File: src/verilog/bus_pkg.sv
// Serial bus protocol definitions
`default_nettype none

package bus_pkg;

    // data word and address widths on the serial lines
    localparam int DATA_W = 32;
    localparam int ADDR_W = 11;
    localparam int ID_W = 2;

    // header start code, sent first
    localparam int START_W = 3;
    localparam logic [START_W-1:0] START_CODE = 3'b111;

    // start | id | write | burst | address, MSB first
    localparam int HDR_LEN = START_W + ID_W + 2 + ADDR_W;

    typedef logic [ID_W-1:0] slave_id_t;

    // decoded transaction request, the low bits of the header
    typedef struct packed {
        logic              write;
        logic              burst;
        // start address, same width as the memory address
        logic [ADDR_W-1:0] addr;
    } cmd_t;

endpackage

`default_nettype wire

File: src/verilog/slave_pkg.sv
// Slave storage and control types
`default_nettype none

package slave_pkg;

    typedef logic [bus_pkg::DATA_W-1:0] word_t;
    typedef logic [bus_pkg::ADDR_W-1:0] addr_t;

    // must hold the value DATA_W itself
    typedef logic [$clog2(bus_pkg::DATA_W + 1)-1:0] bit_cnt_t;

    // transaction sequencing states
    typedef enum logic [3:0] {
        IDLE,
        READ_FETCH,
        READ_LOAD,
        READ_SHIFT,
        WRITE_SHIFT,
        WRITE_STORE
    } slave_state_t;

endpackage

`default_nettype wire
File: src/verilog/data_shifter.sv
// Read and write data shift registers
`timescale 1ns/10ps
`default_nettype none

module data_shifter (
    input  logic             clk,
    input  logic             rstN,
    input  slave_pkg::word_t rd_word,
    input  logic             load_rd,
    input  logic             shift_rd,
    input  logic             shift_wr,
    input  logic             wD,
    output logic             rD,
    output logic             rd_done,
    output logic             wr_done,
    output slave_pkg::word_t wr_word
);

    slave_pkg::word_t    rd_sr;
    slave_pkg::word_t    wr_sr;
    slave_pkg::bit_cnt_t rd_cnt;
    slave_pkg::bit_cnt_t wr_cnt;

    // done while the DATA_W-th bit moves
    assign rd_done = shift_rd && (rd_cnt == slave_pkg::bit_cnt_t'(bus_pkg::DATA_W - 1));
    assign wr_done = shift_wr && (wr_cnt == slave_pkg::bit_cnt_t'(bus_pkg::DATA_W - 1));

    always_ff @(posedge clk or negedge rstN) begin
        if (!rstN) begin
            rd_sr  <= '0;
            rd_cnt <= '0;
            wr_cnt <= '0;
        end else begin
            if (load_rd) begin
                rd_sr  <= rd_word;
                rd_cnt <= '0;
            end else if (shift_rd) begin
                rd_sr  <= {rd_sr[bus_pkg::DATA_W-2:0], 1'b0};
                rd_cnt <= rd_done ? '0 : rd_cnt + slave_pkg::bit_cnt_t'(1);
            end
            if (shift_wr) begin
                wr_cnt <= wr_done ? '0 : wr_cnt + slave_pkg::bit_cnt_t'(1);
            end
        end
    end

    // msb first, new bits enter at the lsb
    always_ff @(posedge clk) begin
        if (shift_wr) begin
            wr_sr <= {wr_sr[bus_pkg::DATA_W-2:0], wD};
        end
    end

    assign rD      = rd_sr[bus_pkg::DATA_W-1];
    assign wr_word = wr_sr;

    load_shift_excl: assert property (@(posedge clk) disable iff (!rstN)
        !(load_rd && shift_rd))
        else $error("read word loaded while shifting");

endmodule

`default_nettype wire

File: config.mk
export PLATFORM = sky130hd
export DESIGN_NAME = data_shifter
export DESIGN_NICKNAME = d
export VERILOG_FILES = /design/src/verilog/bus_pkg.sv /design/src/verilog/slave_pkg.sv /design/src/verilog/data_shifter.sv
export SDC_FILE = /design/constraint.sdc
export NUM_CORES = 1
export LEC_CHECK = 0
export ABC_CLOCK_PERIOD_IN_PS = 1350
export BUFFER_PORTS_ARGS = -buffer_cell sky130_fd_sc_hd__buf_2
export CAP_MARGIN = 30
export CELL_PAD_IN_SITES_DETAIL_PLACEMENT = 2
export CELL_PAD_IN_SITES_GLOBAL_PLACEMENT = 2
export CORE_MARGIN = 4
export CORE_UTILIZATION = 32
export CTS_BUF_LIST = sky130_fd_sc_hd__clkbuf_8 sky130_fd_sc_hd__clkbuf_16
export DETAILED_ROUTE_END_ITERATION = 16
export PLACE_DENSITY_LB_ADDON = 0.1
export SYNTH_ARGS = -nofsm -noshare
export SYNTH_HDL_FRONTEND = slang
export SYNTH_SLANG_ARGS = --single-unit
File: constraint.sdc
create_clock -name clk -period 1.35 [get_ports clk]
set_input_delay 0.27 -clock clk [delete_from_list [all_inputs] [get_ports clk]]
set_output_delay 0.27 -clock clk [all_outputs]
set_load 0.01 [all_outputs]
==> reports/qor.csv, run 1 <==
metric,value,unit
finish.utilization,42.7,%
path_max_fanout,3,
placed_cells,406,
worstRegToRegCells,4,
finalCriticalPeriod,1.58,ns
htree_num_levels,3,
ant_nets,0,
synth_ff_type,dfrtp_1,
hold_violations,0,
area_growth,30.6,%
routed_wl,6970,µm
fillers,958,
synthCells,222,
rsz0062_at_grt,true,
dp_hpwl,4790,µm
p_leak,0.00177,µW
skew,0.00897,ns
vias,2044,
end_kind,primary output,
grt_pass1_vias,2292,
worst_pin_slew,0.265,ns
die_w,105,µm
drc_errors,0,
drtIter0Drc,64,
clkSlewWorstSetupHoldPaths,0.08,ns
reg2reg_to,rd_cnt[5],
slowest_delay,0.39,ns
async_flop_share,57.9,%
diodes,0,
wire_per_inst,16.1,µm
firstDrtPassIters,4,
path_class,reg -> out,
syn-cell-area,2990,µm²
root_buffer,clkbuf_8,
start_util,32.7,%
final_cells,432,
synth_largest_area_cell,dfrtp_1,
regToRegSetupSlack,-0.01,ns
synth_seq_cells,76,
switchingPower,1390,µW
drive_gt1_share,37.1,%
synth_area_leaders,"dfrtp_1, edfxtp_1, mux2i_1",
hp-start,wD,
yosysTopAreaCellShare,36.8,%
slew_headroom,82.2,%
syn-num-nets,262,
track_usage,13.7,%
pwr-share-clk,35.2,%
setup_viol,3,
grt_pass1_wl,11800,µm
ys_seq_area_share,69.0,%
antenna_found_initial,1,
path_cells,ha_2 > nand2_4 > nor3_2 > buf_2,
clkLatencyLatePin,0.34,ns
status,finished with violations,
nets,356,
core-area,9150,µm²
layout_setup_ws,-0.227,ns
rows,35,
cts_sinks,76,
slowest_stage,dfrtp_1,
io_pins,73,
min_path_cells,1,
seqPwrFrac,51.1,%
arrival,1.31,ns
peakVddDrop,0.707,mV
hold_class,in -> reg,
io_buffer_count,72,
numCtsBuffers,9,
fmax,634,MHz
crit_required,1.08,ns
synth_area_per_cell,13.5,µm²
finalMaxSlewViolations,0,
clock_path_buffers,2,
maxCapViolations,0,
via_per_inst,4.73,
cts_tree,yes,
grt.overflow.total,0,
p_comb_share,13.7,%
die_area,11000,µm²
power.density,1400,nW/µm²
whs_endpoint,wr_word[0],
crit_path_start_kind,flop,
gp_congestion,0.696,
timing.rr.start,rd_cnt[0],
p_int,4090,µW
ys_types,26,
ys.warnings.count,0,
fin_crit_sh,117,%
p_sw_share,25.3,%
synth_edf_count,32,
violations,setup timing,
die_h,105,µm
grt_max_degree,60,
whs,0.101,ns
## what timing repair did
action / CTS / global route
setup buffers: 6 / 6
hold endpoints to repair: 7 / 0
setup endpoints to repair: 3 / 4
resized for setup: 5 / 7
hold buffers: 1 / 0
pin swaps: 4 / 5
## layout make-up
type / count / area, µm² / area share (%)
Sequential cell: 76 / 2060 / 52.8
Multi-Input combinational cell: 134 / 890 / 22.8
Timing Repair Buffer: 95 / 593 / 15.2
Tap cell: 111 / 139 / 3.56
Clock buffer: 9 / 124 / 3.17
Clock inverter: 7 / 97.6 / 2.50
## worst max path at each step
| stage | from | slack (ns) | depth (start not counted) | endpoint |
|---|---|---|---|---|
| 2_1_floorplan | rd_cnt[0] | 0.03 | 4 | rd_cnt[5] |
| 3_3_place_gp | rd_cnt[0] | 0.04 | 4 | rd_cnt[5] |
| 3_5_place_dp | rd_cnt[0] | -0.01 | 4 | rd_cnt[5] |
| 4_1_cts | wr_cnt[1] | -0.24 | 3 | wr_done |
| 5_1_grt | rd_cnt[0] | -0.34 | 4 | rd_done |
| 6_report | rd_cnt[0] | -0.23 | 4 | rd_done |
## power by group through the flow
stage,Sequential [µW],Clock (µW),Combinational [µW]
floorplan,2860,0,308
global placement,2830,0,654
detailed placement,2850,0,686
CTS,2790,2010,755
global route,2830,2130,851
finish,2790,1930,750
## cell usage after synthesis (all sizes together), types with 2 or more instances
master / n
xnor2: 2
buf: 6
o21ai: 34
clkbuf: 6
dfrtp: 44
ha: 2
mux2i: 32
nor3: 2
nand2: 36
xor2: 4
nand2b: 3
nand4: 4
edfxtp: 32
nor2: 5
## routing by layer
metal,global-route usage (%),share of wire [%]
met5,0,0.10
met4,3.66,0.85
met3,5.13,5.2
met2,22.0,50
met1,17.4,44
## cell usage in the layout (no fill, tap or decap), drive strengths merged, types with 2 or more instances in the layout
master     n
nand4      4
inv        2
dfrtp     44
xor2       4
xnor2      2
edfxtp    32
nand2     36
nor3       2
nor2       5
clkinvlp   2
ha         2
o21ai     34
buf       94
bufinv     2
nand2b     3
clkbuf     9
mux2i     32
## per-stage QoR
step	power (µW)	instance area, µm²	TNS (ns)	worst slack (ns)
floorplan	3160	2990	0	0.0333
global placement	3490	3570	0	0.0447
detailed placement	3530	3570	-0.0124	-0.0124
CTS	5560	3850	-0.452	-0.245
global route	5820	3910	-0.711	-0.337
finish	5470	3910	-0.427	-0.227
## state kept, by name, summed over array words and instances, names as in the netlist
name	count
rd_sr	32
wr_word	32
rd_cnt	6
wr_cnt	6
## kinds of logic (layout without fill, tap and decap cells)
kind of cell,after synthesis,in the layout,synth area share [%]
fa+ha+maj,2,2,0.837
compound gates,39,39,6.95
mux,33,33,11.1
xor+xnor,6,6,1.76
flops,76,76,69.0
buf+inv,12,111,2.30
simple gates,54,54,8.12
## critical path: cells and delay by family (launching register included)
| family | cells | cell delay (ns) |
|---|---|---|
| and+or+nand+nor | 2 | 0.19 |
| adders and majority gates | 1 | 0.23 |
| DFF | 1 | 0.39 |
| buffers and inverters | 1 | 0.16 |
No activity file was read; power rests on OpenSTA's default activity.
==> inputs of run 2 (changes only) <==
- RECOVER_POWER: default -> 100
- SKIP_CTS_REPAIR_TIMING: default -> 1
==> run 2 against run 1 <==
Against the previous run: the flow still finishes with violations (setup timing); via count fell by 0.49%; die area did not move; sequential share of layout area rose by 1.7 points; register-to-register slack got worse by 0.03 ns; fmax rose by 0.76%; critical path depth did not move; routed wire length fell by 1.2%; global-route usage fell by 0.17 points; critical endpoint unchanged; largest cell class unchanged; largest power group unchanged.
==> reports/qor.csv, run 2 (synthesis gave the netlist of run 1 again) <==
metric,value,unit,change
area_growth,26.5,%,
grt.met1_usage,17.3,%,-0.12 points
dp_hpwl,4790,µm,unchanged
io_pins,73,,unchanged
p_leak,0.00164,µW,-7.7%
gr-max-usage-layer,met2,,
routed_wl,6890,µm,-1.2%
gp_congestion,0.696,,unchanged
core-area,9150,µm²,unchanged
finish.utilization,41.3,%,-1.3 points
peakVddDrop,0.707,mV,about the same
setup_viol,4,,+1
drive_gt1_share,24.3,%,-13 points
p_comb_share,12.3,%,-1.4 points
clkLatencyLatePin,0.34,ns,about the same
track_usage,13.5,%,-0.17 points
vias,2034,,-0.49%
finalCriticalPeriod,1.56,ns,-0.0119 ns
power.density,1420,nW/µm²,+1.6%
numCtsBuffers,9,,unchanged
slowest_stage,dfrtp_1,,
met2_usage,21.5,%,-0.51 points
arrival,1.29,ns,-0.02 ns
rows,35,,unchanged
rsz0062_at_grt,true,,
grt_pass1_vias,2247,,-2.0%
worst_pin_slew,0.910,ns,+0.644 ns
fmax,639,MHz,+0.76%
seqPwrFrac,52.1,%,+1.0 points
die_h,105,µm,unchanged
start_util,32.7,%,unchanged
switchingPower,1360,µW,-1.5%
layout_setup_ws,-0.215,ns,+0.0119 ns
slew_headroom,39.4,%,-43 points
htree_num_levels,3,,unchanged
finalMaxSlewViolations,0,,unchanged
antenna_found_initial,1,,unchanged
cts_tree,yes,,
pwr-share-clk,35.7,%,+0.5 points
via_per_inst,4.75,,+0.44%
p_sw_share,25.3,%,about the same
cts_sinks,76,,unchanged
final_cell_mix,"dfrtp_1, clkbuf_1, buf_2, nand2_1, o21ai_0",,
fin_crit_sh,116,%,-0.88 points
met3_usage,5.19,%,+0.062 points
power,5380,µW,-1.6%
crit_path_start_kind,flop,,
clkSlewWorstSetupHoldPaths,0.08,ns,about the same
grt_max_degree,60,,unchanged
status,finished with violations,,
fin_tns_setup,-0.479,ns,-0.0521 ns
die_w,105,µm,unchanged
final_common_cell,dfrtp_1,,
io_buffer_count,72,,unchanged
grt_pass1_wl,11700,µm,-1.3%
path_cells,ha_1 > nand2_4 > nor3_2 > buf_2,,
maxCapViolations,0,,unchanged
skew,0.00846,ns,-0.000512 ns
firstDrtPassIters,4,,unchanged
nets,352,,-1.1%
hold_violations,0,,unchanged
root_buffer,clkbuf_8,,
p_int,4020,µW,-1.6%
end_kind,primary output,,
drc_errors,0,,unchanged
path_class,reg -> out,,
path_max_fanout,3,,unchanged
die_area,11000,µm²,unchanged
diodes,0,,unchanged
wire_per_inst,16.1,µm,-0.30%
slowest_delay,0.37,ns,-0.02 ns
violations,setup timing,,
drtIter0Drc,49,,-23%
crit_required,1.08,ns,about the same
ant_nets,0,,unchanged
grt.overflow.total,0,,unchanged
fillers,974,,+1.7%
clock_path_buffers,2,,unchanged
hold_class,in -> reg,,
[run 2: cell types whose count changed in the layout (fill, tap and decap cells not counted), sizes merged]
cell,delta
buf,-45
clkbuf,+41
[run 2: metrics by stage]
| step | instances | area, µm² | worst slack [ns] | hold WS (ns) |
|---|---|---|---|---|
| after floorplan | 222 | 2990 | 0.0333 | -0.0256 |
| after global placement | 406 | 3570 | 0.0447 | 0.154 |
| after detailed placement | 406 | 3570 | -0.0124 | 0.151 |
| after CTS | 422 | 3790 | -0.355 | -0.233 |
| after global routing | 428 | 3780 | -0.357 | 0.0718 |
| final | 428 | 3780 | -0.215 | 0.0975 |
[run 2: power groups by stage]
stage / registers, µW / logic (µW) / clock network (µW)
floorplan: 2860 / 308 / 0
finish: 2800 / 660 / 1920
global placement: 2830 / 654 / 0
detailed placement: 2850 / 686 / 0
CTS: 2800 / 692 / 2010
global route: 2840 / 757 / 2130
[run 2: final timing paths]
| path | startpoint | endpoint | slack, ns | cells after the start |
|---|---|---|---|---|
| max in group asynchronous | rstN | rd_sr[7] | 0.21 | 3 |
| min in group asynchronous | rstN | rd_cnt[5] | 0.41 | 2 |
| min | wD | wr_word[0] | 0.1 | 1 |
| min reg2reg | wr_word[15] | wr_word[16] | 0.44 | 0 |
| max | rd_cnt[1] | rd_done | -0.21 | 4 |
| max reg2reg | rd_cnt[0] | rd_cnt[5] | -0.04 | 4 |
[run 2: critical path, delay by kind of cell (launching register included)]
kind	cells	cell delay (ns)
flip-flops	1	0.37
adder cells (fa/ha/maj)	1	0.23
AND/OR/NAND/NOR	2	0.20
buffers and inverters	1	0.16
[run 2: per-layer routing]
layer  share of wire [%]  wire, µm
met1                  45      3080
met2                  49      3370
met3                 5.4       370
met4                0.83        57
met5                0.10         7
[run 2: layout make-up]
type	count	area [µm²]	share of cell area, %
Sequential cell	76	2060	54.5
Clock inverter	7	97.6	2.58
Clock buffer	9	124	3.27
Tap cell	111	139	3.67
Timing Repair Buffer	91	473	12.5
Multi-Input combinational cell	134	887	23.5
