$ cat src/verilog/bus_pkg.sv
// Serial bus protocol definitions
`default_nettype none

package bus_pkg;

    // data word and address widths on the serial lines
    localparam int DATA_W = 32;
    localparam int ADDR_W = 11;
    localparam int ID_W = 2;

    // header start code, sent first
    localparam int START_W = 3;
    localparam logic [START_W-1:0] START_CODE = 3'b111;

    // start | id | write | burst | address, MSB first
    localparam int HDR_LEN = START_W + ID_W + 2 + ADDR_W;

    typedef logic [ID_W-1:0] slave_id_t;

    // decoded transaction request, the low bits of the header
    typedef struct packed {
        logic              write;
        logic              burst;
        // start address, same width as the memory address
        logic [ADDR_W-1:0] addr;
    } cmd_t;

endpackage

`default_nettype wire

$ cat src/verilog/slave_pkg.sv
// Slave storage and control types
`default_nettype none

package slave_pkg;

    typedef logic [bus_pkg::DATA_W-1:0] word_t;
    typedef logic [bus_pkg::ADDR_W-1:0] addr_t;

    // must hold the value DATA_W itself
    typedef logic [$clog2(bus_pkg::DATA_W + 1)-1:0] bit_cnt_t;

    // transaction sequencing states
    typedef enum logic [3:0] {
        IDLE,
        READ_FETCH,
        READ_LOAD,
        READ_SHIFT,
        WRITE_SHIFT,
        WRITE_STORE
    } slave_state_t;

endpackage

`default_nettype wire
$ cat src/verilog/slave_controller.sv
// Slave transaction controller
`timescale 1ns/10ps
`default_nettype none

module slave_controller (
    input  logic             clk,
    input  logic             rstN,
    input  bus_pkg::cmd_t    cmd,
    input  logic             cmd_valid,
    input  logic             valid,
    input  logic             last,
    input  logic             rd_done,
    input  logic             wr_done,
    output logic             busy,
    output logic             ready,
    output logic             load_rd,
    output logic             shift_rd,
    output logic             shift_wr,
    output logic             mem_we,
    output slave_pkg::addr_t mem_addr
);

    slave_pkg::slave_state_t state;
    slave_pkg::addr_t        addr;
    logic                    burst;
    // last seen during the current word
    logic                    last_seen;

    always_ff @(posedge clk or negedge rstN) begin
        if (!rstN) begin
            state     <= slave_pkg::IDLE;
            addr      <= '0;
            burst     <= 1'b0;
            last_seen <= 1'b0;
            ready     <= 1'b1;
        end else begin
            case (state)
                slave_pkg::IDLE: begin
                    if (cmd_valid) begin
                        addr      <= cmd.addr;
                        burst     <= cmd.burst;
                        last_seen <= 1'b0;
                        // ready drops only while a read word is being fetched
                        ready     <= cmd.write;
                        state     <= cmd.write ? slave_pkg::WRITE_SHIFT
                                               : slave_pkg::READ_FETCH;
                    end
                end
                // address goes to memory here and data arrives in READ_LOAD
                slave_pkg::READ_FETCH: begin
                    state <= slave_pkg::READ_LOAD;
                end
                slave_pkg::READ_LOAD: begin
                    ready <= 1'b1;
                    state <= slave_pkg::READ_SHIFT;
                end
                slave_pkg::READ_SHIFT: begin
                    if (rd_done) begin
                        last_seen <= 1'b0;
                        if (burst && !(last_seen || last)) begin
                            addr  <= addr + slave_pkg::addr_t'(1);
                            ready <= 1'b0;
                            state <= slave_pkg::READ_FETCH;
                        end else begin
                            state <= slave_pkg::IDLE;
                        end
                    end else if (last) begin
                        last_seen <= 1'b1;
                    end
                end
                slave_pkg::WRITE_SHIFT: begin
                    // for writes only last with the final bit counts
                    if (wr_done) begin
                        last_seen <= last;
                        state     <= slave_pkg::WRITE_STORE;
                    end
                end
                slave_pkg::WRITE_STORE: begin
                    last_seen <= 1'b0;
                    if (burst && !last_seen) begin
                        addr  <= addr + slave_pkg::addr_t'(1);
                        state <= slave_pkg::WRITE_SHIFT;
                    end else begin
                        state <= slave_pkg::IDLE;
                    end
                end
                default: begin
                    ready <= 1'b1;
                    state <= slave_pkg::IDLE;
                end
            endcase
        end
    end

    assign busy     = (state != slave_pkg::IDLE);
    assign load_rd  = (state == slave_pkg::READ_LOAD);
    assign shift_rd = (state == slave_pkg::READ_SHIFT);
    assign shift_wr = (state == slave_pkg::WRITE_SHIFT) && valid;
    assign mem_we   = (state == slave_pkg::WRITE_STORE);
    assign mem_addr = addr;

    write_keeps_ready: assert property (@(posedge clk) disable iff (!rstN)
        (state == slave_pkg::WRITE_SHIFT || state == slave_pkg::WRITE_STORE) |-> ready)
        else $error("ready low during a write");

endmodule

`default_nettype wire

$ cat config.mk
export PLATFORM = sky130hd
export DESIGN_NAME = slave_controller
export DESIGN_NICKNAME = d
export VERILOG_FILES = /design/src/verilog/bus_pkg.sv /design/src/verilog/slave_pkg.sv /design/src/verilog/slave_controller.sv
export SDC_FILE = /design/constraint.sdc
export NUM_CORES = 1
export LEC_CHECK = 0
export ABC_AREA = 1
export BUFFER_PORTS_ARGS = -buffer_cell sky130_fd_sc_hd__clkbuf_2
export CAP_MARGIN = 25
export CORE_ASPECT_RATIO = 0.75
export CORE_MARGIN = 2
export CORE_UTILIZATION = 45
export CTS_CLUSTER_DIAMETER = 60
export DETAILED_ROUTE_END_ITERATION = 10
export PLACE_DENSITY_LB_ADDON = 0.2
export SYNTH_ARGS = -nofsm -noshare
export SYNTH_HDL_FRONTEND = slang
export SYNTH_SLANG_ARGS = --single-unit
$ cat constraint.sdc
create_clock -name clk -period 1.6 [get_ports clk]
set_input_delay 0 -clock clk [delete_from_list [all_inputs] [get_ports clk]]
set_output_delay 0 -clock clk [all_outputs]
set_load 0.005 [all_outputs]
==> results of run 1 <==
==> placed cells by master (no fill, tap or decap), types with 2 or more instances in the layout <==
cell type and n:
nand3_1 31, nor2_2 2, clkbuf_4 3, clkbuf_2 36, or2_2 4, nand2_2 3
dfrtp_2 2, dlygate4sd3_1 7, nand4_1 2, buf_4 2, nor2_1 11, nand2_1 75
o21ai_1 3, inv_1 24, dfrtp_1 14, o21ai_0 8, inv_2 4
==> synthesized netlist by cell type <==
cell type | n | share of area, %
a21oi_1 | 1 | 0.41
buf_4 | 1 | 0.62
buf_6 | 1 | 0.93
dfrtp_1 | 16 | 33
dfstp_2 | 1 | 2.2
ha_1 | 1 | 1.0
inv_1 | 25 | 7.8
inv_2 | 3 | 0.93
mux2_2 | 1 | 0.93
nand2_1 | 75 | 23
nand2_2 | 3 | 1.6
nand3_1 | 31 | 13
nand4_1 | 2 | 1.0
nor2_1 | 12 | 3.7
nor2_2 | 1 | 0.52
nor2_4 | 1 | 0.93
o211ai_1 | 1 | 0.62
o21ai_0 | 8 | 3.3
o21ai_1 | 3 | 1.2
o21bai_1 | 1 | 0.62
or2_2 | 4 | 2.1
==> critical path, cell delays in order, from the launching register on <==
cell     delay [ns]
dfrtp_2        0.43
inv_1          0.08
nand3_1        0.15
nand2_1        0.12
buf_4          0.19
or2_2          0.28
nand3_1        0.08
nand2_1        0.05
==> stage by stage <==
| step | utilization (%) | total power, W | hold slack (ns) |
|---|---|---|---|
| after floorplan | - | 0.00200 | -0.296 |
| after global placement | 55.5 | 0.00250 | -0.0368 |
| after detailed placement | 55.5 | 0.00252 | -0.0337 |
| after CTS | 59.4 | 0.00279 | 0.00133 |
| after global routing | 59.7 | 0.00317 | 0.0234 |
| final | 59.7 | 0.00282 | 0.000717 |
==> registers in the layout (all words and copies together), names as in the netlist <==
| signal | cells |
|---|---|
| burst | 1 |
| last_seen | 1 |
| ready | 1 |
| mem_addr | 11 |
| state | 3 |
==> what timing repair did <==
item / in CTS / in global routing
gates resized for setup: 0 / 5
hold buffers: 7 / 0
hold endpoints to repair: 23 / 0
setup endpoints to repair: 0 / 11
==> logic make-up after synthesis <==
family	synth area share [%]
simple gates	46.1
mux	0.935
buf+inv	10.3
flops	35.4
compound gates	6.23
fa+ha+maj	1.04
==> metal layers <==
metal  global-route usage [%]  wire [um]
met3                     5.08        183
met1                     33.2       1500
met5                        0          0
met4                     2.17         15
met2                     33.5       1320
==> report_power, final <==
part	switching [W]	total, W	internal, W
sequential	0.000270	0.000928	0.000658
combinational	0.000980	0.00163	0.000655
clock	0.000160	0.000256	0.0000952
==> final timing paths <==
| path | to | slack [ns] |
|---|---|---|
| worst max-delay path | mem_addr[10] | 0.12 |
| worst min-delay path | mem_addr[9] | 0.0007 |
| worst max register to register | mem_addr[10] | 0.12 |
| worst min register to register | ready | 0.47 |
| max in group asynchronous | ready | 1.10 |
| min in group asynchronous | mem_addr[10] | 0.16 |
==> cell type report <==
| class | count | area [sq um] | area share, % |
|---|---|---|---|
| multi-input combinational | 145 | 657 | 42.6 |
| sequential | 17 | 429 | 27.8 |
| timing repair buffer | 46 | 277 | 17.9 |
| inverter | 28 | 105 | 6.81 |
| tap | 36 | 45.0 | 2.92 |
| clock buffer | 3 | 22.5 | 1.46 |
| clock inverter | 1 | 7.51 | 0.487 |
==> impl_results.md, run 1 <==
* Share of layout cells above drive strength 1 at 25.4%
* Final worst slack at 0.120 ns
* DR vias at 1347
* Die area at 0.00311 sq mm
* Relative slew slack at a little over two thirds
* Post-route insts no fill at 276
* Global route overflow at 0
* Status: complete, no violations
* Seq/Total Area, Yosys at 35.4%
* Final Cycle Share at 92.5%
* Gate Count Post-Synth at ~190
* Peak Freq at 675 MHz
* Total CTS buffers at 3
* DP Area at 0.00143 sq mm
* Iter 0 DRT Violations at 49
* Worst path required time at about 1.8 ns
* Leak Pwr at 0.895 nW
* Clock Path Buffers at 2
* Min-delay src: cmd[9]
* DP Cell Count at between 200 and 300
* Cell Rows at 16
* Gr usage total at 22.0%
* Final setup vio count at 0
* Ant. Diodes at 0
* Input/output buffers at 36
* Die width at 63.8 um
* Crit path DAT at roughly 1.7 ns
* Worst Setup Start Kind: flip-flop
* First-pass GRT wire length at between 5 and 6 mm
* Routability cong. at 0.878
* Area growth syn-to-layout at 28.0%
* Syn Area/Cell at 6.28 sq um
* Post-DRT Antenna Nets at 0
* Final Critical Period at about 1.5 ns
* Worst-path clk slew at 0.12 ns
* Register bit total from synthesis at 17
* CTS tree: built
* Fin area at about 0.0015 sq mm
* Pins over their slew limit at 0
* Antenna violations before repair at 0
* IO Pins at 37
* Peak fanout along the critical path at 12
* DP HPWL at 2.33 mm
* RSZ-0062 raised after global routing: yes
* HP Class: in -> reg
* Worst r2r src: state[1]
* # Post-CTS Setup Buffers at 0
* Setup TNS Final at 0 ns
* Hold depth at 4
* Initial core utilization at 46.7%
* Worst-Skew Late Latency at around 0.3 ns
* Slew @ Worst Pin at 0.457 ns
* FILL cells at 258
* Number of global-route vias before repair at ~1.2k
* Root buffer cell: clkbuf_4
* Crit. Startpoint: state[1]
* Max VDD drop at 0.891 mV
* Max cap viols at 0
* H-tree levels at 1
* Syn_nets at between 200 and 250
* CTS sink cnt at 17
* Core Footprint at 0.00258 sq mm
* Clock skew at 0.00258 ns
* DRC at 0
* Final hold vios at 0
* Crit Path Category: reg -> reg
* Pre-CTS WS at 0.124 ns
* Drt total wl at 3.01 mm
* Synthesized area at 0.00120 sq mm
* Die Ht at 48.8 um
* Number of detailed-route iterations in the first pass at 4
* Cell Pwr Density at roughly 1800 mW/mm^2
* Vias per Instance at 4.88
* Final Net Count at 262
* WL per Instance at 10.9 um
* Endpoint class of the critical path: flip-flop
* Synthesis warning total at 0
* Largest net degree at the start of global routing at 18
* Netlist cell types at 21
* Worst r2r path cells at 7
No activity file was read; power rests on OpenSTA's default activity.
==> run 2: changes to the inputs <==
Settings changed: CELL_PAD_IN_SITES_DETAIL_PLACEMENT set to 0, CELL_PAD_IN_SITES_GLOBAL_PLACEMENT set to 2, CORE_UTILIZATION 45 to 26.
==> run 2 against run 1 <==
  * Clock power rose by 36%
  * Largest power group unchanged
  * Sequential power is 0.5% higher
  * Critical path depth stayed put
==> impl_results.md, run 2 (synthesis gave the netlist of run 1 again) <==
* Root buffer cell: clkbuf_8
* First-pass GRT wire length at 5.73 mm (+6.3%)
* Crit Path Category: reg -> reg
* Met1 global-route usage at 24.2% (-9.0 points)
* Relative slew slack at 69.0% (-0.53 points)
* Clock Path Buffers at 2 (unchanged)
* Worst Setup Start Kind: flip-flop
* Gr usage total at 14.5% (-7.5 points)
* Area growth syn-to-layout at 27.9% (about the same)
* Final Cycle Share at 92.7% (+0.20 points)
* Met2 Use GR at 18.0% (-15 points)
* Most frequent cells in the layout: nand2_1, clkbuf_2, nand3_1
* Clock skew at 0.00587 ns (+0.00329 ns)
* Grt peak-use layer: met1
* DR vias at 1270 (-5.7%)
* Commonest non-fill, non-tap cell in the layout: nand2_1
* Pre-CTS WS at 0.101 ns (-0.0231 ns)
* Vias per Instance at 4.33 (-11%)
* IO Pins at 37 (unchanged)
* Pins over their slew limit at 0 (unchanged)
* H-tree levels at 1 (unchanged)
* Worst path required time at 1.75 ns (-0.06 ns)
* Worst-Skew Late Latency at 0.26 ns (-0.04 ns)
* Grt met3 use at 4.19% (-0.89 points)
* Endpoint class of the critical path: flip-flop
* Input/output buffers at 36 (unchanged)
* DRC at 0 (unchanged)
* Number of global-route vias before repair at 1149 (-4.4%)
* Final setup vio count at 0 (unchanged)
* Final worst slack at 0.116 ns (-0.00312 ns)
* Crit path DAT at 1.64 ns (-0.05 ns)
* FILL cells at 495 (+92%)
* HP Class: in -> reg
* Cell Rows at 21 (+5)
* Core Footprint at 0.00447 sq mm (+73%)
* Drt total wl at 3.42 mm (+14%)
* Iter 0 DRT Violations at 86 (+76%)
* DP HPWL at 2.69 mm (+16%)
* Slew @ Worst Pin at 0.465 ns (+0.00800 ns)
* Number of detailed-route iterations in the first pass at 4 (unchanged)
* # Post-CTS Setup Buffers at 0 (unchanged)
* Post-DRT Antenna Nets at 0 (unchanged)
* Status: complete, no violations
* Cell Pwr Density at 1910 mW/mm^2 (+4.5%)
* Largest net degree at the start of global routing at 18 (unchanged)
* Die Ht at 63.0 um (+29%)
* Worst-path clk slew at 0.08 ns (-0.04 ns)
* Total CTS buffers at 3 (unchanged)
* Ant. Diodes at 0 (unchanged)
* Die width at 82.6 um (+30%)
* Die area at 0.00520 sq mm (+67%)
* Share of layout cells above drive strength 1 at 25.0% (-0.42 points)
* Peak fanout along the critical path at 13 (+1)
* Initial core utilization at 27.0% (-20 points)
* WL per Instance at 11.7 um (+7.1%)
* CTS tree: built
* Number of flip-flops in the largest register at 11 (unchanged)
* Setup TNS Final at 0 ns (unchanged)
* Antenna violations before repair at 0 (unchanged)
* Final hold vios at 0 (unchanged)
* Final Critical Period at 1.48 ns (+0.00312 ns)
* Leak Pwr at 0.889 nW (-0.65%)
* Max VDD drop at 0.540 mV (-39%)
* Global route overflow at 0 (unchanged)
* CTS sink cnt at 17 (unchanged)
* Peak Freq at 674 MHz (-0.21%)
* Final Net Count at 258 (-1.5%)
* Routability cong. at 0.734 (-16%)
* Max cap viols at 0 (unchanged)
-- run 2: cell count changes in the layout (fill, tap and decap cells not counted), sizes merged --
cell         before  now
dlygate4sd3       7    2
buf               3    4
-- run 2: area by class of cell --
| class | instances | area (sq um) | area share (%) |
|---|---|---|---|
| timing repair buffer | 42 | 230 | 14.9 |
| tap | 57 | 71.3 | 4.63 |
| clock buffer | 3 | 41.3 | 2.68 |
| inverter | 28 | 105 | 6.82 |
| clock inverter | 1 | 7.51 | 0.487 |
| multi-input combinational | 145 | 659 | 42.8 |
| sequential | 17 | 427 | 27.7 |
-- run 2: per-layer routing --
metal	vias up	wire (um)	share of wire, %
met5	-	0	0
met4	0	18	0.53
met3	2	205	6.0
met2	29	1320	39
met1	547	1880	55
li1	692	-	-
-- run 2: repair_timing --
item / in CTS / in global routing
endpoints found under the hold margin: 17 / 0
setup endpoints to repair: 0 / 10
gates resized for setup: 0 / 2
hold buffers: 2 / 0
-- run 2: worst paths after layout --
| kind | cells after the start | end | slack (ns) | start |
|---|---|---|---|---|
| max in group asynchronous | 2 | ready | 1.03 | rstN |
| min in group asynchronous | 2 | burst | 0.22 | rstN |
| setup reg to reg | 7 | mem_addr[7] | 0.12 | state[2] |
| setup / recovery | 7 | mem_addr[7] | 0.12 | state[2] |
| hold reg to reg | 2 | ready | 0.46 | ready |
| hold / removal | 4 | state[2] | 0.008 | wr_done |
-- run 2: critical path: stages, from the launching register on --
cell and delay (ns):
dfrtp_1 0.44, inv_1 0.11, nand3_1 0.13, nand2_1 0.09, buf_4 0.19, or2_2 0.28
nand3_1 0.09, nand2_1 0.05
-- run 2: per-stage QoR --
step / total power (W) / instance area (sq um) / hold WS (ns) / instances / util [%]
CTS: 0.00297 / 1540 / 0.0108 / 293 / 34.4
detailed placement: 0.00261 / 1470 / -0.0181 / 287 / 32.9
global placement: 0.00263 / 1470 / -0.0189 / 287 / 32.9
floorplan: 0.00200 / 1200 / -0.296 / 192 / -
finish: 0.00294 / 1540 / 0.00840 / 293 / 34.5
global route: 0.00328 / 1540 / 0.0276 / 293 / 34.5
-- run 2: where the power goes --
group / internal (W) / switching (W) / leakage [nW]
clock network: 0.000176 / 0.000173 / 0.0217
logic: 0.000658 / 0.00100 / 0.657
registers: 0.000654 / 0.000279 / 0.210
total: 0.00149 / 0.00146 / 0.889
