===== config.mk =====
export PLATFORM = sky130hd
export DESIGN_NAME = config_receiver
export DESIGN_NICKNAME = d
export VERILOG_FILES = /design/src/verilog/bus_pkg.sv /design/src/verilog/config_receiver.sv
export SDC_FILE = /design/constraint.sdc
export NUM_CORES = 1
export LEC_CHECK = 0
export BUFFER_PORTS_ARGS = -buffer_cell sky130_fd_sc_hd__buf_2
export CAP_MARGIN = 20
export CORE_UTILIZATION = 40
export DETAILED_ROUTE_END_ITERATION = 7
export PLACE_DENSITY = 0.7
export SYNTH_ARGS = -nofsm -noshare
export SYNTH_HDL_FRONTEND = slang
export SYNTH_SLANG_ARGS = --single-unit

===== constraint.sdc =====
create_clock -name clk -period 2.37 [get_ports clk]
set_input_delay 0 -clock clk [delete_from_list [all_inputs] [get_ports clk]]
set_output_delay 0 -clock clk [all_outputs]
set_load 0.02 [all_outputs]

===== src/verilog/bus_pkg.sv =====
// Serial bus protocol definitions
`default_nettype none

package bus_pkg;

    // data word and address widths on the serial lines
    localparam int DATA_W = 32;
    localparam int ADDR_W = 11;
    localparam int ID_W = 2;

    // header start code, sent first
    localparam int START_W = 3;
    localparam logic [START_W-1:0] START_CODE = 3'b111;

    // start | id | write | burst | address, MSB first
    localparam int HDR_LEN = START_W + ID_W + 2 + ADDR_W;

    typedef logic [ID_W-1:0] slave_id_t;

    // decoded transaction request, the low bits of the header
    typedef struct packed {
        logic              write;
        logic              burst;
        // start address, same width as the memory address
        logic [ADDR_W-1:0] addr;
    } cmd_t;

endpackage

`default_nettype wire


===== src/verilog/config_receiver.sv =====
// Serial header receiver
`timescale 1ns/10ps
`default_nettype none

module config_receiver #(
    parameter bus_pkg::slave_id_t SLAVE_ID = 2'd1
) (
    input  logic          clk,
    input  logic          rstN,
    input  logic          control,
    input  logic          busy,
    output bus_pkg::cmd_t cmd,
    output logic          cmd_valid
);

    localparam int CNT_W = $clog2(bus_pkg::HDR_LEN);
    localparam int ID_MSB = bus_pkg::HDR_LEN - bus_pkg::START_W - 1;

    logic [bus_pkg::HDR_LEN-1:0] hdr_sr;
    logic [bus_pkg::HDR_LEN-1:0] hdr_next;
    logic [CNT_W-1:0]            hdr_cnt;
    logic                        active;
    logic                        hdr_match;

    // header as it stands once the current control bit is taken
    assign hdr_next = {hdr_sr[bus_pkg::HDR_LEN-2:0], control};

    assign hdr_match = (hdr_next[bus_pkg::HDR_LEN-1 -: bus_pkg::START_W] == bus_pkg::START_CODE)
                    && (hdr_next[ID_MSB -: bus_pkg::ID_W] == SLAVE_ID);

    always_ff @(posedge clk) begin
        if (active || (!busy && control)) begin
            hdr_sr <= hdr_next;
        end
        if (active && hdr_cnt == CNT_W'(bus_pkg::HDR_LEN - 1)) begin
            cmd <= bus_pkg::cmd_t'(hdr_next[$bits(bus_pkg::cmd_t)-1:0]);
        end
    end

    always_ff @(posedge clk or negedge rstN) begin
        if (!rstN) begin
            active    <= 1'b0;
            hdr_cnt   <= '0;
            cmd_valid <= 1'b0;
        end else begin
            cmd_valid <= 1'b0;
            if (!active) begin
                // first high control bit while idle opens a header
                if (!busy && control) begin
                    active  <= 1'b1;
                    hdr_cnt <= CNT_W'(1);
                end
            end else if (hdr_cnt == CNT_W'(bus_pkg::HDR_LEN - 1)) begin
                active    <= 1'b0;
                hdr_cnt   <= '0;
                // foreign or malformed headers are dropped silently
                cmd_valid <= hdr_match;
            end else begin
                hdr_cnt <= hdr_cnt + CNT_W'(1);
            end
        end
    end

    // one command per header
    cmd_valid_single: assert property (@(posedge clk) disable iff (!rstN)
        cmd_valid |=> !cmd_valid)
        else $error("cmd_valid held high for more than one cycle");

endmodule

`default_nettype wire


==> results of run 1 <==
## per-stage QoR
stage          std cells  setup slack (ps)  area (µm²)
2_1_floorplan         63             423.9        1264
3_3_place_gp         125             899.3        1411
3_5_place_dp         125             866.0        1411
4_1_cts              136             854.0        1496
5_1_grt              136             750.0        1496
6_report             136             868.0        1496
## cells by family (layout without fill, tap and decap cells)
group,Yosys count,count (layout),share of synthesized area [%]
adders and majority gates,2,2,1.980
muxes,1,1,0.7921
DFF,37,37,85.15
AOI/OAI and AO/OA,6,6,4.059
and+or+nand+nor,13,13,6.437
buffers and inverters,3,32,0.8910
xor gates and xnor gates,1,1,0.6932
## power by group through the flow
stage,Clock [mW],Combinational [mW],Sequential [mW]
floorplan,0,0.173,1.13
global placement,0,0.240,1.16
detailed placement,0,0.251,1.16
CTS,0.324,0.251,1.15
global route,0.356,0.278,1.18
finish,0.313,0.247,1.15
## cell usage in the layout, fill, tap and decap left out, types with 2 or more instances in the layout
| cell type | n |
|---|---|
| edfxtp_1 | 30 |
| buf_2 | 17 |
| dfrtp_1 | 7 |
| clkbuf_4 | 5 |
| nor2_1 | 3 |
| inv_1 | 3 |
| dlygate4sd3_1 | 3 |
| nand2_1 | 2 |
| nand3_1 | 2 |
| o22ai_1 | 2 |
| ha_1 | 2 |
## routing by layer
metal	track usage (%)	part of all wire, %	vias to the layer above
met2	16.42	45	18
li1	-	-	297
met1	14.18	47	280
met3	6.920	6.3	4
met5	0	0	-
met4	5.102	1.6	0
## flip-flops by register name (all words and copies together) (netlist names)
register	flops
active	1
cmd	13
cmd_valid	1
hdr_cnt	5
hdr_sr	17
## worst paths after layout
path | end | slack (ps)
max in group asynchronous | active | 2180
min in group clk | cmd[0] | 400
hold / removal | hdr_cnt[1] | 30
hold reg to reg | hdr_sr[14] | 450
setup reg to reg | cmd[10] | 870
setup / recovery | cmd[10] | 870
## repair_timing
item	in CTS	in global routing
setup endpoints to repair	0	0
resized for setup	0	0
hold buffers	3	0
endpoints found under the hold margin	10	0
## cell type report
type	instances	area (µm²)	area share, %
clock buffers	5	37.54	2.508
clock inverters	3	17.52	1.171
inverters	3	11.26	0.7525
multi-input cells	23	176.4	11.79
flip-flops and latches	37	1076	71.91
well taps	44	55.05	3.679
repair buffers	21	122.6	8.194
==> qor.yml, run 1 <==
layout:
  layout-drive-gt1-share_pct: 29.35
  nets: 97
  final_util_pct: 49.42
  synthToLayoutAreaGrowth_pct: 18.42
  fillCellCount: 252
  num_antenna_cells: 0
power:
  power_density_nw_per_um2: 1140
  p_switching_uw: 477.7
  p_clk_share_pct: 18.3
  p_comb_share_pct: 14.5
  total_power_mw: 1.707
  irDropWorstVdd_v: 0.0005139
  p_int_mw: 1.229
  p_leak_nw: 0.5811
  share_seq_of_total_power_pct: 67.2
  swShare_pct: 27.99
timing:
  skew_ps: 10.30
  rsz0062_at_grt: "no"
  min_period_ps: 1502
  finalMaxSlewViolations: 0
  slew_headroom_pct: 55.60
  tns_ps: 0
  period_share_pct: 63.38
  setup_violations: 0
  hold_ws_ps: 26.93
  tightest_slew_ps: 665.3
  max_freq_mhz: 665.8
  hold_violations: 0
clock_tree:
  clk_path_buf_depth: 2
  cts_setup_buffers: 0
  cts_tree: "built"
  cts-root-buf: "clkbuf_4"
  cts_max_level: 2
  clk_latency_ps: 340
  clkSinkCount: 37
  cts_buffers: 5
  cts.reportedPaths.clkPinSlew_ps: 100
place:
  gp_congestion: 0.8169
  io_buffers: 17
  post-dp-hpwl_um: 1097
synthesis:
  synth-edff-count: 30
  yosysUniqueCellTypes: 20
  synthesis.area_um2: 1264
  ys.flop_type: "edfxtp_1"
  avgSynthCellArea_um2: 20.06
  ys.warnings.count: 0
  synth_cells: 63
  synthTopCellsByCount: "30 x edfxtp_1, 7 x dfrtp_1, 3 x inv_1, 3 x nor2_1"
  synth_top_area_share_pct: 71.29
  synth_nets: 69
  synth.largest_area_cell: "edfxtp_1"
  synth_area_leaders: "edfxtp_1 71%, dfrtp_1 14%, ha_1 2.0%"
  async_flop_share_pct: 18.92
  synth_seq_cells: 37
  yosysSeqAreaShare_pct: 85.15
  yosysMostFrequentCell: "edfxtp_1"
worst_setup_path:
  cp.arrival_ps: 1540
  slowest_stage: "dfrtp_1"
  r2r-start: "hdr_cnt[1]"
  critPathBufInv: 2
  path_delay_family: "flip-flops"
  cp.required_ps: 2410
  critPathLaunch: "hdr_cnt[1]"
  crit_cells: 5
  cp-start-kind: "flop"
  r2r_cells: 5
  critPathKind: "flop to flop"
  crit_chain: "inv_1 > ha_1 > nand2_1 > nor4b_2 > buf_4"
  cpPeakStageDelay_ps: 410
  crit_path_end_kind: "flop"
  critPathMaxFanout: 15
global_route:
  grt_overflow: 0
  grt_pass1_wl_um: 2649
  grt_max_degree: 20
  grt_use_total_pct: 11.56
  grt_pass1_vias: 537
  antenna_found_initial: 0
detailed_routing:
  vias_per_cell: 4.404
  detail_route.wl_per_cell_um: 12.05
  via_count: 599
  drtAntennaViolNets: 0
  drtIter0Drc: 13
  drcViolationCount: 0
  first_pass_iters: 4
  drt_wl_total_um: 1639
floorplanning:
  io-pin-count: 18
  chipHeight_um: 58.21
  num_rows: 20
  coreArea_um2: 3028
  die_w_um: 58.21
  dieArea_um2: 3388
  start_util_pct: 41.74
hold_path:
  hold_path.class: "primary input to async pin"
run_status:
  run_status: "completed"
flow_run:
  max-cap-violations: 0
Note: power is estimated with default switching activity, not from simulation.
==> inputs of run 2 (changes only) <==
Clock period 2.37 ns to 1.4 ns, I/O delays scaled along.
==> qor.yml, run 2 (synthesis results as in run 1) <==
layout:
  largest-register: "hdr_sr"
  num_antenna_cells: 0
  final_cell_mix: "30 x edfxtp_1, 17 x buf_2, 7 x dfrtp_1, 5 x clkbuf_4, 5 x buf_4"
  fin_cells: 140
  final_common_cell: "edfxtp_1"
  largest_reg_flops: 17
  nets: 101
  synthToLayoutAreaGrowth_pct: 24.95
  reg_top3: "hdr_sr x17, cmd x13, hdr_cnt x5"
  layout-drive-gt1-share_pct: 36.46
power:
  power_density_nw_per_um2: 2031
  p_comb_share_pct: 17.7
  p_switching_uw: 850.8
  total_power_mw: 3.207
  share_seq_of_total_power_pct: 60.9
  p_int_mw: 2.356
  p_leak_nw: 0.6234
  irDropWorstVdd_v: 0.0008731
  p_clk_share_pct: 21.5
  swShare_pct: 26.53
timing:
  setup_violations: 0
  skew_ps: 8.328
  rsz0062_at_grt: "yes"
  max_freq_mhz: 725.1
  period_share_pct: 98.50
  min_period_ps: 1379
  hold_violations: 0
  slew_headroom_pct: 76.10
  tightest_slew_ps: 356.4
  fin_ws_ps: 20.94
  finalMaxSlewViolations: 0
place:
  pre_cts_ws_ps: -21.23
  place_inst: 130
  post-dp-hpwl_um: 1176
  io_buffers: 17
  gp_congestion: 0.6816
global_route:
  grt_max_degree: 12
  grt_use_total_pct: 11.70
  grt_pass1_vias: 591
  grt_overflow: 0
  grt_pass1_wl_um: 2691
  antenna_found_initial: 0
clock_tree:
  cts.reportedPaths.clkPinSlew_ps: 100
  cts-root-buf: "clkbuf_4"
  cts_setup_buffers: 0
  cts_buffers: 5
  cts_max_level: 2
  cts_tree: "built"
  clkSinkCount: 37
  clk_path_buf_depth: 2
  clk_latency_ps: 340
worst_setup_path:
  cp.required_ps: 1460
  critPathMaxFanout: 7
  crit_path_end_kind: "flop"
  cp-start-kind: "flop"
  r2r_setup_slack_ps: 20
  cp.arrival_ps: 1440
  critPathKind: "flop to flop"
detailed_routing:
  drtIter0Drc: 31
  via_count: 622
  drtAntennaViolNets: 0
  detail_route.wl_per_cell_um: 12.44
  drt_wl_total_um: 1741
  drcViolationCount: 0
  vias_per_cell: 4.443
  first_pass_iters: 3
floorplanning:
  io-pin-count: 18
  dieArea_um2: 3388
  coreArea_um2: 3028
  chipHeight_um: 58.21
  num_rows: 20
  die_w_um: 58.21
  start_util_pct: 41.74
hold_path:
  hold_path.class: "primary input to flop"
flow_run:
  max-cap-violations: 0
run_status:
  run_status: "completed"
[run 2: worst paths after layout]
path	from	end	cells past startpoint
max in group asynchronous	rstN	active	2
worst min-delay path	busy	hdr_cnt[0]	4
min in group asynchronous	rstN	hdr_cnt[3]	2
worst min register to register	hdr_sr[13]	hdr_sr[14]	0
worst max register to register	hdr_cnt[1]	cmd[8]	5
worst max-delay path	hdr_cnt[1]	cmd[8]	5
[run 2: power by group through the flow]
| stage | logic [mW] | registers (mW) | clock network, mW |
|---|---|---|---|
| floorplan | 0.307 | 1.93 | 0 |
| global placement | 0.498 | 1.94 | 0 |
| detailed placement | 0.532 | 1.96 | 0 |
| CTS | 0.577 | 1.96 | 0.710 |
| global route | 0.622 | 2.00 | 0.742 |
| finish | 0.567 | 1.95 | 0.688 |
[run 2: layout make-up]
class / count / area (µm²)
clock inverters: 2 / 33.78
fillers: 257 / 1449
flip-flops and latches: 37 / 1076
repair buffers: 25 / 153.9
inverters: 3 / 11.26
clock buffers: 6 / 41.29
multi-input cells: 23 / 207.7
well taps: 44 / 55.05
[run 2: timing repair]
item | CTS | global route
hold endpoints to repair | 9 | 0
endpoints found under the setup margin | 13 | 15
gates resized for setup | 5 | 1
hold buffers | 2 | 0
gates cloned | 0 | 0
[run 2: metrics by stage]
| step | area, µm² | setup TNS (ps) | hold slack [ps] | utilization (%) |
|---|---|---|---|---|
| finish | 1579 | 0 | 9.036 | 52.15 |
| CTS | 1577 | 0 | 1.200 | 52.07 |
| global placement | 1460 | 0 | -156.6 | 48.22 |
| global route | 1579 | -755.3 | 25.38 | 52.15 |
| floorplan | 1275 | -3376 | -295.6 | - |
| detailed placement | 1460 | -147.8 | -152.1 | 48.22 |
[run 2: metal layers]
metal  vias to the layer above  track usage (%)  part of all wire [%]
met5                         -                0                     0
met4                         0            8.163                   2.6
met3                         5            5.357                   4.7
met2                        18            17.41                    46
met1                       293            13.42                    46
li1                        306                -                     -
[run 2: worst max-delay path: stages, from the launching register on]
cell and delay [ps]:
dfrtp_1 390, inv_2 70, ha_4 130, nand2_4 60
nor4b_4 240, buf_4 210
==> inputs of run 3 (changes only) <==
Settings changed: CELL_PAD_IN_SITES_DETAIL_PLACEMENT set to 0, CELL_PAD_IN_SITES_GLOBAL_PLACEMENT set to 1, PLACE_DENSITY 0.7 to 0.78.
==> qor.yml, run 3 (synthesis results as in run 1) <==
clock_tree:
  cts_tree: "built"
  cts_buffers: 5
  cts-root-buf: "clkbuf_4"
  clkSinkCount: 37
  cts.reportedPaths.clkPinSlew_ps: 100
  clk_latency_ps: 320
  cts_max_level: 2
  clk_path_buf_depth: 2
timing:
  rsz0062_at_grt: "yes"
  max_freq_mhz: 667.5
  tightest_slew_ps: 376.4
  tns_ps: -1109
  min_period_ps: 1498
  setup_violations: 15
  skew_ps: 4.771
  slew_headroom_pct: 74.76
  finalMaxSlewViolations: 0
  fin_ws_ps: -98.06
  period_share_pct: 107.0
  hold_violations: 0
layout:
  final_util_pct: 53.14
  num_antenna_cells: 0
  layout-drive-gt1-share_pct: 38.38
  synthToLayoutAreaGrowth_pct: 27.33
  fin_cells: 143
  reg_top3: "hdr_sr x17, cmd x13, hdr_cnt x5"
  largest_reg_flops: 17
  final_cell_mix: "30 x edfxtp_1, 17 x buf_2, 7 x dfrtp_1, 7 x buf_4, 5 x clkbuf_4"
  final_area_um2: 1609
  largest-register: "hdr_sr"
  nets: 105
  fillCellCount: 248
  final_common_cell: "edfxtp_1"
  multi_input_comb_area_um2: 207.7
  seq_area_um2: 1076
detailed_routing:
  drtIter0Drc: 13
  first_pass_iters: 3
  detail_route.wl_per_cell_um: 14.15
  drtAntennaViolNets: 0
  via_count: 676
  drt_wl_total_um: 2024
  vias_per_cell: 4.727
  drcViolationCount: 0
run_status:
  violations: "negative setup slack"
  run_status: "complete, but fails checks"
place:
  post-dp-hpwl_um: 1315
  io_buffers: 17
  dpl_cell_area_um2: 1480
  gp_congestion: 0.8337
  place_inst: 131
worst_setup_path:
  cp-endpoint: "cmd[12]"
  cp.required_ps: 1450
  critPathMaxFanout: 7
  critPathKind: "flop to flop"
  r2r_cells: 6
  reg2reg_to: "cmd[12]"
  critPathLaunch: "hdr_cnt[1]"
  r2r-start: "hdr_cnt[1]"
  crit_path_end_kind: "flop"
  cp.arrival_ps: 1540
  r2r_setup_slack_ps: -100
  cp-start-kind: "flop"
power:
  power_density_nw_per_um2: 1944
  total_power_mw: 3.129
  p_leak_nw: 0.6372
  p_comb_share_pct: 22.1
  p_clk_share_pct: 15.5
  irDropWorstVdd_v: 0.0009829
  share_seq_of_total_power_pct: 62.4
  swShare_pct: 28.26
  p_int_mw: 2.244
  p_switching_uw: 884.2
global_route:
  grt_pass1_wl_um: 3111
  grt_max_degree: 16
  grt_overflow: 0
  antenna_found_initial: 0
  grt_pass1_vias: 624
  grt_use_total_pct: 13.46
floorplanning:
  num_rows: 20
  coreArea_um2: 3028
  chipHeight_um: 58.21
  io-pin-count: 18
  start_util_pct: 41.74
  dieArea_um2: 3388
  die_w_um: 58.21
flow_run:
  max-cap-violations: 0
hold_path:
  hold_path.class: "primary input to flop"
[run 3: cell types whose count changed in the layout (fill, tap and decap cells not counted), sizes merged]
cell and delta:
buf +3, bufinv -1, clkbuf +1
[run 3: stage by stage]
stage	setup WS (ps)	hold WS, ps
finish	-98.06	15.61
global route	-130.1	43.97
CTS	-69.61	6.817
detailed placement	-49.12	-145.5
global placement	7.651	-149.5
floorplan	-239.8	-295.6
[run 3: metal layers]
| metal | share of wire (%) | GRT usage, % | wire [µm] |
|---|---|---|---|
| met4 | 1.4 | 7.143 | 29 |
| met1 | 46 | 17.72 | 936 |
| met2 | 49 | 20.20 | 994 |
| met5 | 0 | 0 | 0 |
| met3 | 3.1 | 4.018 | 62 |
[run 3: timing repair]
item | 4_1_cts | 5_1_grt
endpoints found under the hold margin | 9 | 0
cloned | 0 | 1
hold buffers | 2 | 0
endpoints found under the setup margin | 15 | 17
buffers inserted | 0 | 2
gates resized for setup | 0 | 6
[run 3: power groups by stage]
stage,combinational [mW],clock (mW),sequential (mW)
final,0.690,0.486,1.95
after global routing,0.770,0.537,2.00
after CTS,0.600,0.508,1.94
after detailed placement,0.587,0,1.96
after global placement,0.560,0,1.93
after floorplan,0.307,0,1.93
[run 3: cell type report]
| cell class | instances | area share [%] |
|---|---|---|
| Timing Repair Buffer | 29 | 13.30 |
| Clock buffer | 6 | 2.566 |
| Tap cell | 44 | 3.421 |
| Multi-Input combinational cell | 23 | 12.91 |
| Inverter | 3 | 0.6998 |
| Sequential cell | 37 | 66.87 |
| Clock inverter | 1 | 0.2333 |
[run 3: worst max-delay path, cell delays in order, from the launching register on]
cell and delay [ps]:
dfrtp_1 400, inv_2 80, ha_4 130, nand2_4 60, nor4b_4 210, buf_4 180, clkbuf_16 150
[run 3: how the worst min path moves through the flow]
stage | start | slack [ps] | endpoint | depth (start not counted)
global route | rstN | 40 | cmd_valid | 2
finish | busy | 20 | hdr_cnt[0] | 4
global placement | rstN | -150 | hdr_cnt[4] | 1
detailed placement | rstN | -150 | hdr_cnt[4] | 1
floorplan | rstN | -300 | active | 0
CTS | busy | 7 | hdr_cnt[0] | 4
